[config.mk]
export PLATFORM = sky130hd
export DESIGN_NAME = controlUnit
export DESIGN_NICKNAME = d
export VERILOG_FILES = /design/src/logic/cuPkg.sv /design/src/logic/controlUnit.sv /design/src/logic/controlWordGen.sv /design/src/logic/opcodeDecoder.sv /design/src/logic/stepSequencer.sv
export SDC_FILE = /design/constraint.sdc
export NUM_CORES = 1
export LEC_CHECK = 0
export BUFFER_PORTS_ARGS = -buffer_cell sky130_fd_sc_hd__buf_2
export CAP_MARGIN = 20
export CORE_UTILIZATION = 55
export DETAILED_ROUTE_END_ITERATION = 8
export GPL_TIMING_DRIVEN = 1
export HOLD_SLACK_MARGIN = 0.06
export PLACE_DENSITY = 0.84
export SLEW_MARGIN = 20
export SYNTH_ARGS = -nofsm -noshare
export SYNTH_HDL_FRONTEND = slang
export SYNTH_SLANG_ARGS = --single-unit
[constraint.sdc]
create_clock -name clk -period 3 [get_ports clk]
set_clock_uncertainty 0.1 [all_clocks]
set_input_delay 0 -clock clk [delete_from_list [all_inputs] [get_ports clk]]
set_output_delay 0 -clock clk [all_outputs]
set_load 0.05 [all_outputs]
[src/logic/cuPkg.sv]
`default_nettype none

package cuPkg;

    localparam int OPCODE_W = 6;
    localparam int STEP_W = 3;  // Longest sequence is CALL with 7 steps

    typedef enum logic [OPCODE_W-1:0] {
        opRType = 6'd0,
        opAddi  = 6'd1,
        opSubi  = 6'd2,
        opAndi  = 6'd3,
        opOri   = 6'd4,
        opXori  = 6'd5,
        opNoti  = 6'd6,
        opSlli  = 6'd7,
        opSrli  = 6'd8,
        opSrai  = 6'd9,
        opLd    = 6'd10,
        opSt    = 6'd11,
        opLdsp  = 6'd12,
        opStsp  = 6'd13,
        opBr    = 6'd14,
        opBmi   = 6'd15,
        opBpl   = 6'd16,
        opBz    = 6'd17,
        opPush  = 6'd18,
        opPop   = 6'd19,
        opCall  = 6'd20,
        opRet   = 6'd21,
        opMove  = 6'd22,
        opHalt  = 6'd32,  // Waits for irq
        opNop   = 6'd33
    } opcode_t;

    typedef enum logic [3:0] {
        aluReg, aluImm, load, store, branch,
        push, pop, call, ret, move,
        halt, nop, illegal
    } instrClass_t;

    typedef logic [STEP_W-1:0] step_t;

    typedef enum logic [1:0] {
        selRs = 2'd0,
        selRt = 2'd1,
        selRd = 2'd2
    } regDst_t;

    typedef struct packed {
        logic                pcIn;
        logic                pcOut;
        logic                call;
        logic [OPCODE_W-1:0] aluOp;
        regDst_t             regDst;
        logic                regWrite;
        logic                aluSrc1;       // 1 selects SP
        logic                aluSrc2;       // 1 selects immediate
        logic                spWrite;
        logic                zIn;
        logic                zOut;
        logic                memToOut;      // 1 selects ALU result
        logic                pcUpdate;      // 1 takes PC from memory
        logic                memWrite;
        logic                writeDataSrc;  // 1 selects return PC
        logic                spUpdate;      // 1 increments SP
        logic                zInSp;
        logic                zOutSp;
    } ctrlWord_t;

    localparam ctrlWord_t CTRL_IDLE = '0;

    // Execute steps per class, fetch cycle not included
    function automatic step_t CLASS_LEN(instrClass_t cls);
        case (cls)
            aluReg, aluImm, load, store: return 3'd4;
            branch:                      return 3'd2;
            push, pop:                   return 3'd6;
            call:                        return 3'd7;
            ret:                         return 3'd5;
            move:                        return 3'd3;
            halt:                        return 3'd2;
            default:                     return 3'd1;
        endcase
    endfunction

endpackage

`default_nettype wire

[src/logic/controlUnit.sv]
`timescale 1ns/100ps
`default_nettype none

module controlUnit (
    input  logic             clk,
    input  logic             rst,
    input  cuPkg::opcode_t   opcode,
    input  logic             irq,
    output cuPkg::ctrlWord_t ctrl
);
    import cuPkg::*;

    logic        fetch;
    opcode_t     instrOp;
    instrClass_t instrCls;
    step_t       step;

    stepSequencer sequencer_i (
        .clk      (clk),
        .rst      (rst),
        .opcode   (opcode),
        .irq      (irq),
        .fetch    (fetch),
        .instrOp  (instrOp),
        .instrCls (instrCls),
        .step     (step)
    );

    // One register stage behind the sequencer
    controlWordGen generator_i (
        .clk      (clk),
        .rst      (rst),
        .fetch    (fetch),
        .instrCls (instrCls),
        .instrOp  (instrOp),
        .step     (step),
        .ctrl     (ctrl)
    );

endmodule

`default_nettype wire

[src/logic/controlWordGen.sv]
`timescale 1ns/100ps
`default_nettype none

module controlWordGen (
    input  logic               clk,
    input  logic               rst,
    input  logic               fetch,
    input  cuPkg::instrClass_t instrCls,
    input  cuPkg::opcode_t     instrOp,
    input  cuPkg::step_t       step,
    output cuPkg::ctrlWord_t   ctrl
);
    import cuPkg::*;

    ctrlWord_t nxt;
    step_t     finalStep;
    logic      isLast;
    logic      haltPcDone;

    assign finalStep = CLASS_LEN(instrCls) - 1'b1;
    assign isLast = (step == finalStep);

    always_comb begin
        nxt = CTRL_IDLE;
        if (fetch) begin
            nxt.pcOut = 1'b1;
        end else begin
            if (instrCls != nop && instrCls != illegal) begin
                nxt.aluOp = instrOp;
            end
            case (instrCls)
                aluReg: nxt.regDst = selRd;
                load, pop, move: nxt.regDst = selRt;
                default: nxt.regDst = selRs;
            endcase
            nxt.aluSrc2 = (instrCls == aluImm) || (instrCls == load) ||
                          (instrCls == store);

            case (instrCls)
                aluReg, aluImm, load, move, store: begin
                    case (step)
                        3'd0: begin
                            nxt.zIn = 1'b1;
                        end
                        3'd1: begin
                            nxt.zOut = 1'b1;
                            if (instrCls == store) begin
                                nxt.memWrite = 1'b1;
                            end else begin
                                nxt.regWrite = 1'b1;
                                nxt.memToOut = (instrCls != load);  // Load takes memory data
                            end
                        end
                        default: ;
                    endcase
                    nxt.pcIn = isLast;
                end
                branch, nop: begin
                    nxt.pcIn = isLast;
                end
                push, call: begin
                    case (step)
                        3'd0: begin
                            nxt.zInSp = 1'b1;  // SP - 4
                        end
                        3'd1: begin
                            nxt.zOutSp = 1'b1;
                            nxt.spWrite = 1'b1;
                        end
                        3'd2: begin
                            nxt.zIn = 1'b1;
                            nxt.aluSrc1 = 1'b1;
                            nxt.writeDataSrc = (instrCls == call);
                        end
                        3'd3: begin
                            nxt.zOut = 1'b1;
                            nxt.memWrite = 1'b1;
                            nxt.writeDataSrc = (instrCls == call);
                        end
                        3'd4: begin
                            nxt.call = (instrCls == call);
                        end
                        3'd5: begin
                            nxt.call = (instrCls == call);  // Held while the target loads
                            nxt.pcIn = 1'b1;
                        end
                        default: ;
                    endcase
                end
                pop, ret: begin
                    case (step)
                        3'd0: begin
                            nxt.zIn = 1'b1;
                            nxt.aluSrc1 = 1'b1;
                            nxt.pcUpdate = (instrCls == ret);
                        end
                        3'd1: begin
                            nxt.zOut = 1'b1;
                            if (instrCls == ret) begin
                                nxt.pcUpdate = 1'b1;
                                nxt.pcIn = 1'b1;  // Return address from the stack
                            end else begin
                                nxt.regWrite = 1'b1;
                            end
                        end
                        3'd2: begin
                            nxt.zInSp = 1'b1;
                            nxt.spUpdate = 1'b1;
                        end
                        3'd3: begin
                            nxt.zOutSp = 1'b1;
                            nxt.spWrite = 1'b1;
                        end
                        default: ;
                    endcase
                    if (instrCls == pop) begin
                        nxt.pcIn = nxt.pcIn | isLast;
                    end
                end
                halt: begin
                    // PC advances once on entry to the wait
                    nxt.pcIn = isLast && !haltPcDone;
                end
                default: ;
            endcase
        end
    end

    always_ff @(posedge clk) begin
        if (rst || fetch) begin
            haltPcDone <= 1'b0;
        end else if (instrCls == halt && isLast) begin
            haltPcDone <= 1'b1;
        end
    end

    always_ff @(posedge clk) begin
        if (rst) begin
            ctrl <= CTRL_IDLE;
        end else begin
            ctrl <= nxt;
        end
    end

    noWriteClash: assert property (
        @(posedge clk) disable iff (rst)
        !(ctrl.memWrite && ctrl.regWrite)
    ) else $error("memWrite and regWrite together");

    noPcClash: assert property (
        @(posedge clk) disable iff (rst)
        !(ctrl.pcIn && ctrl.pcOut)
    ) else $error("pcIn and pcOut together");

endmodule

`default_nettype wire

[src/logic/opcodeDecoder.sv]
`timescale 1ns/100ps
`default_nettype none

module opcodeDecoder (
    input  cuPkg::opcode_t     instrOp,
    output cuPkg::instrClass_t instrCls,
    output cuPkg::step_t       lastStep
);
    import cuPkg::*;

    always_comb begin
        case (instrOp)
            opRType: begin
                instrCls = aluReg;
            end
            opAddi, opSubi, opAndi, opOri, opXori,
            opNoti, opSlli, opSrli, opSrai: begin
                instrCls = aluImm;
            end
            opLd, opLdsp: begin
                instrCls = load;
            end
            opSt, opStsp: begin
                instrCls = store;
            end
            opBr, opBmi, opBpl, opBz: begin
                instrCls = branch;  // Condition is resolved in the datapath
            end
            opPush: begin
                instrCls = push;
            end
            opPop: begin
                instrCls = pop;
            end
            opCall: begin
                instrCls = call;
            end
            opRet: begin
                instrCls = ret;
            end
            opMove: begin
                instrCls = move;
            end
            opHalt: begin
                instrCls = halt;
            end
            opNop: begin
                instrCls = nop;
            end
            default: begin
                instrCls = illegal;
            end
        endcase
    end

    // Every class has at least one step
    assign lastStep = CLASS_LEN(instrCls) - 1'b1;

endmodule

`default_nettype wire

[src/logic/stepSequencer.sv]
`timescale 1ns/100ps
`default_nettype none

module stepSequencer (
    input  logic               clk,
    input  logic               rst,
    input  cuPkg::opcode_t     opcode,
    input  logic               irq,
    output logic               fetch,
    output cuPkg::opcode_t     instrOp,
    output cuPkg::instrClass_t instrCls,
    output cuPkg::step_t       step
);
    import cuPkg::*;

    step_t lastStep;
    logic  haltWait;
    logic  instrDone;

    opcodeDecoder decoder_i (
        .instrOp  (instrOp),
        .instrCls (instrCls),
        .lastStep (lastStep)
    );

    // HALT parks on its final step until irq is seen
    assign haltWait = (instrCls == halt) && !irq;
    assign instrDone = (step == lastStep) && !haltWait;

    always_ff @(posedge clk) begin
        if (rst) begin
            fetch <= 1'b1;
            instrOp <= opNop;
            step <= '0;
        end else if (fetch) begin
            fetch <= 1'b0;
            instrOp <= opcode;  // Sampled once per instruction
            step <= '0;
        end else if (instrDone) begin
            fetch <= 1'b1;
            step <= '0;
        end else if (step != lastStep) begin
            step <= step + 1'b1;
        end
    end

    stepInRange: assert property (
        @(posedge clk) disable iff (rst)
        !fetch |-> (step <= lastStep)
    ) else $error("step %0d passed last step %0d", step, lastStep);

endmodule

`default_nettype wire

==> results.yml, run 1 <==
placement:
  io_buffers: 32
  hpwl_um: 2550
  post-place-ws_ns: 0.483
  gp_congestion: 0.835
synthesis:
  synth_cells: 218
  ys_ff_latch: 38
  yosysMostFrequentCell: "dfxtp_1"
  synth_commonest_cells: "dfxtp_1, nor2_1, ha_1"
  syn-cell-area_um2: 1910
  synth_largest_area_cell: "dfxtp_1"
  synth_top_area_share_pct: 39.8
  yosysWarnings: 0
  synthArstFlopShare_pct: 0
  synth_nets: 245
  ys_seq_area_share_pct: 39.8
  yosys_most_used_dff: "dfxtp_1"
  synth_enable_flop_cells: 0
  avgSynthCellArea_um2: 8.77
  synth.area.top_cells: "dfxtp_1, ha_1, nor2_1"
  ys_types: 44
setup_path:
  crit_chain: "nor2b_1, a21oi_1, ha_1, xnor2_1, xnor2_1, a211oi_2, a22oi_1, a211oi_1"
  required_ns: 3.18
  crit_arrival_ns: 2.73
  crit_top_cell: "xnor2_1"
  critPathCaptureType: "flop"
  r2r_cells: 8
  crit_fanout: 18
  cpMaxStageDelayCell: "dfxtp_1"
  worstSetupStartpointType: "flop"
  criticalPathCategory: "reg -> reg"
  max_stage_delay_ns: 0.69
timing:
  maxSlewHeadroom_pct: 62.2
  timing.fmax_mhz: 392
  setup_violations: 0
  rsz0062_at_grt: "no"
  layout_setup_ws_ns: 0.450
  hold_viol: 0
  tightest_slew_ns: 0.566
  min_period_ns: 2.55
  final_max_slew_viol_count: 0
  final.period_utilization_pct: 85.0
  tns_ns: 0
cts:
  clockRootBuffer: "clkbuf_4"
  clock_latency_ns: 0.36
  clk_pin_slew_ns: 0.12
  cts_tree: "yes"
  clock-sinks: 38
  cts_made_buffers: 5
  clockBufferDepth: 2
  cts_max_level: 2
route:
  drtIter0Drc: 69
  vias_per_cell: 5.21
  ant_nets: 0
  wl_per_cell_um: 12.1
  drt_first_pass_iters: 4
  post-route-drc-count: 0
  totalWireLength_um: 3630
  vias: 1564
layout:
  utilization_pct: 66.3
  fillers: 289
  drive_gt1_share_pct: 18.1
  n_antenna_cell: 0
  areaGrowthSynthToFinish_pct: 15.6
  nets: 280
power_and_ir_drop:
  p_leak_nw: 1.00
  ir_worst_vdd_mv: 0.314
  power_density_nw_per_um2: 778
run:
  maxCapViolations: 0
grt:
  antenna_found_initial: 0
  grt_usage_pct: 22.2
  grt_overflow: 0
  grt_pass1_vias: 1383
  grt_max_degree: 19
  grt_pass1_wl_um: 6000
floorplanning:
  start_util_pct: 57.3
  die-area_um2: 3720
  dieWidth_um: 61.0
  coreArea_um2: 3340
  die_h_um: 61.0
  row_count: 21
  pin_count: 33
min_path:
  hold-path-cell-count: 4
  hold_path.class: "in -> reg"
status:
  status: "finished, final reports clean"
## where the power goes
| group | total, mW | switching (mW) | leakage [nW] | internal, mW |
|---|---|---|---|---|
| Clock | 0.284 | 0.171 | 0.0343 | 0.113 |
| Sequential | 0.666 | 0.0895 | 0.310 | 0.576 |
| Combinational | 0.771 | 0.471 | 0.659 | 0.300 |
| Total | 1.72 | 0.732 | 1.00 | 0.989 |
## placed cells by master (no fill, tap or decap), types with 2 or more instances in the layout
| cell type | instances |
|---|---|
| buf_2 | 32 |
| or2_1 | 3 |
| dfxtp_1 | 38 |
| nor3_1 | 8 |
| o21ai_0 | 2 |
| a211oi_1 | 2 |
| o22ai_1 | 2 |
| a21o_1 | 5 |
| nand2b_1 | 2 |
| mux2_2 | 2 |
| or3_1 | 2 |
| a22oi_1 | 5 |
| o21ai_1 | 2 |
| ha_1 | 18 |
| o211ai_1 | 2 |
| xnor2_1 | 3 |
| a21oi_1 | 13 |
| o21bai_1 | 2 |
| inv_1 | 14 |
| dlygate4sd3_1 | 8 |
| nand3_1 | 5 |
| clkbuf_4 | 5 |
| and2_1 | 6 |
| nor2_1 | 24 |
| mux2i_1 | 6 |
| nand2_1 | 15 |
| nor2b_1 | 9 |
## flip-flops by register name (all words and copies together), names as in the netlist
signal                          flops
sequencer_i.fetch                   1
sequencer_i.instrOp                 6
sequencer_i.decoder_i.instrCls      4
sequencer_i.step                    3
generator_i.haltPcDone              1
generator_i.ctrl                   23
## through the flow
step / cell area, µm² / total power, mW / hold WS [ns] / instances
floorplan: 1910 / 1.29 / 0.0180 / 218
finish: 2210 / 1.72 / 0.104 / 300
detailed placement: 2070 / 1.42 / 0.171 / 284
CTS: 2210 / 1.71 / 0.0862 / 300
global route: 2210 / 1.85 / 0.128 / 300
global placement: 2070 / 1.41 / 0.163 / 284
## cell families after synthesis
family,Yosys count,synth area share [%]
AO/OA/AOI/OAI,45,16.0
XOR/XNOR,3,1.37
adder cells (fa/ha/maj),18,11.8
buffers and inverters,27,6.48
flip-flops,38,39.8
multiplexers,8,4.32
AND/OR/NAND/NOR,79,20.2
## layout make-up
cell class                      instances  area, µm²  area share (%)
Inverter                               15       61.3            2.77
Clock buffer                            6       51.3            2.32
Multi-Input combinational cell        153       1030            46.5
Sequential cell                        38        761            34.4
Clock inverter                          2       12.5           0.566
Timing Repair Buffer                   40        240            10.9
Tap cell                               46       57.6            2.60
## path summary, 6_finish.rpt
kind / end / from / slack (ns)
setup reg to reg: generator_i.ctrl[23] / sequencer_i.decoder_i.instrCls[3] / 0.45
setup / recovery: generator_i.ctrl[23] / sequencer_i.decoder_i.instrCls[3] / 0.45
hold reg to reg: generator_i.ctrl[16] / sequencer_i.instrOp[1] / 0.39
hold / removal: sequencer_i.instrOp[2] / opcode[2] / 0.10
## layer usage
metal,up-vias,share of wire [%],GRT usage (%)
li1,804,-,-
met3,7,3.9,5.54
met4,0,2.1,12.3
met1,716,44,26.7
met5,-,0,0
met2,37,50,36.4
## what timing repair did
item / 4_1_cts / 5_1_grt
endpoints found under the hold margin: 12 / 0
buffers inserted: 0 / 0
gates resized for setup: 0 / 0
hold buffers: 8 / 0
## worst max-delay path, delay by kind of cell (launching register included)
kind / cells / cell delay (ns)
simple gates: 1 / 0.30
fa+ha+maj: 1 / 0.19
compound gates: 4 / 0.89
xor+xnor: 2 / 0.31
flops: 1 / 0.69
No activity file was read; power rests on OpenSTA's default activity.
==> run 2: changes to the inputs <==
--- a/config.mk
+++ b/config.mk
@@ -7,11 +7,11 @@
 export LEC_CHECK = 0
 export BUFFER_PORTS_ARGS = -buffer_cell sky130_fd_sc_hd__buf_2
 export CAP_MARGIN = 20
-export CORE_UTILIZATION = 55
+export CORE_UTILIZATION = 50
 export DETAILED_ROUTE_END_ITERATION = 8
 export GPL_TIMING_DRIVEN = 1
 export HOLD_SLACK_MARGIN = 0.06
-export PLACE_DENSITY = 0.84
+export PLACE_DENSITY = 0.81
 export SLEW_MARGIN = 20
 export SYNTH_ARGS = -nofsm -noshare
 export SYNTH_HDL_FRONTEND = slang
==> constraint.sdc (replaced) <==
create_clock -name clk -period 2.1 [get_ports clk]
set_clock_uncertainty 0.1 [all_clocks]
set_input_delay 0 -clock clk [delete_from_list [all_inputs] [get_ports clk]]
set_output_delay 0 -clock clk [all_outputs]
set_load 0.05 [all_outputs]
==> run 2 against run 1 <==
  * The flow now finishes with violations (negative setup slack)
  * Die area up 9.7%
  * First-iteration DRC count up 140%
  * Largest cell class unchanged
  * Via count up 9.7%
  * Highest routed layer unchanged
  * Power up 89%
  * Utilization up 2.3 points
==> results.yml, run 2 (synthesized netlist as in run 1, its figures left out) <==
status:
  status: "complete, but fails checks"
  failed_checks: "negative setup slack"
cts:
  clock-sinks: 38
  clockBufferDepth: 2
  clock_latency_ns: 0.30
  clk_pin_slew_ns: 0.07
  cts_made_buffers: 5
  cts_max_level: 2
  cts_tree: "yes"
  clockRootBuffer: "clkbuf_8"
placement:
  io_buffers: 32
  gp_congestion: 0.873
  hpwl_um: 2970
route:
  vias_per_cell: 5.48
  wl_per_cell_um: 14.8
  post-route-drc-count: 0
  drtIter0Drc: 165
  totalWireLength_um: 4630
  vias: 1716
  drt_first_pass_iters: 4
  ant_nets: 0
timing:
  hold_viol: 0
  rsz0062_at_grt: "yes"
  tightest_slew_ns: 0.339
  maxSlewHeadroom_pct: 76.8
  tns_ns: -0.314
  final_max_slew_viol_count: 0
  min_period_ns: 2.22
  setup_violations: 4
  layout_setup_ws_ns: -0.119
  final.period_utilization_pct: 106
  holdWs_ns: 0.148
  timing.fmax_mhz: 451
power_and_ir_drop:
  finalPower_mw: 3.25
  p_leak_nw: 1.11
  power_density_nw_per_um2: 1300
  ir_worst_vdd_mv: 0.500
grt:
  grt_usage_pct: 22.1
  grt_max_degree: 16
  antenna_found_initial: 0
  grt_overflow: 0
  grt_pass1_vias: 1531
  grt_pass1_wl_um: 6860
layout:
  areaGrowthSynthToFinish_pct: 31.2
  drive_gt1_share_pct: 30.9
  nets: 291
  layout_commonest_cell: "dfxtp_1"
  regMostFlops: "generator_i.ctrl"
  utilization_pct: 68.5
  final_cell_mix: "dfxtp_1, buf_2, nor2_1, nand2_1, ha_1"
  largest_register_ffs: 23
  n_antenna_cell: 0
floorplanning:
  start_util_pct: 52.2
  coreArea_um2: 3660
  die_h_um: 63.8
  pin_count: 33
  dieWidth_um: 63.8
  row_count: 22
  die-area_um2: 4070
setup_path:
  crit_start: "sequencer_i.decoder_i.instrCls[2]"
  r2r_cells: 9
  critPathCaptureType: "flop"
  r2r_start: "sequencer_i.decoder_i.instrCls[2]"
  crit_arrival_ns: 2.35
  criticalPathCategory: "reg -> reg"
  crit_fanout: 6
  worstSetupStartpointType: "flop"
  required_ns: 2.23
min_path:
  hold_path.class: "in -> reg"
  hold-path-cell-count: 5
  min_from: "opcode[2]"
run:
  maxCapViolations: 0
run 2: final timing paths:
path / to / slack (ns)
max: sequencer_i.step[2] / -0.12
min: sequencer_i.decoder_i.instrCls[0] / 0.15
max reg2reg: sequencer_i.step[2] / -0.12
min reg2reg: generator_i.ctrl[15] / 0.37
run 2: critical path, cell delays in order (launching register included):
cell and delay, ns:
dfxtp_1 0.45, nor2b_1 0.28, a21oi_2 0.06, ha_2 0.20, xnor2_2 0.15, xnor2_2 0.17, a211oi_2 0.26, buf_4 0.21
nand3_2 0.11, a21oi_2 0.15
run 2: power by group:
part           switching (mW)  total, mW  internal [mW]  leakage, nW
clock                   0.262      0.768          0.507       0.0714
combinational           0.890       1.54          0.648        0.730
sequential              0.109      0.947          0.839        0.311
run 2: final cells by class:
class                   count  area [µm²]
inverters                  15        66.3
multi-input cells         153        1140
flip-flops and latches     38         773
repair buffers             51         323
clock buffers               6        82.6
well taps                  48        60.1
clock inverters             2        60.1
fillers                   276        1150
run 2: through the flow:
step | setup slack, ns | cell area, µm² | std cells
2_1_floorplan | 0.000625 | 1920 | 218
3_3_place_gp | 0.0326 | 2130 | 293
3_5_place_dp | -0.0668 | 2130 | 293
4_1_cts | -0.00291 | 2370 | 311
5_1_grt | -0.210 | 2510 | 313
6_report | -0.119 | 2510 | 313
run 2: routing by layer:
layer / up-vias / share of wire (%) / track usage (%)
met5: - / 0 / 0
met4: 0 / 2.1 / 11.4
met3: 9 / 5.8 / 5.36
met2: 66 / 53 / 38.3
met1: 807 / 39 / 25.0
li1: 834 / - / -
run 2: timing repair:
action	CTS	global route
gates resized for setup	3	27
hold buffers	8	0
setup buffers	2	2
endpoints found under the hold margin	9	0
pin swaps	3	10
endpoints found under the setup margin	4	8
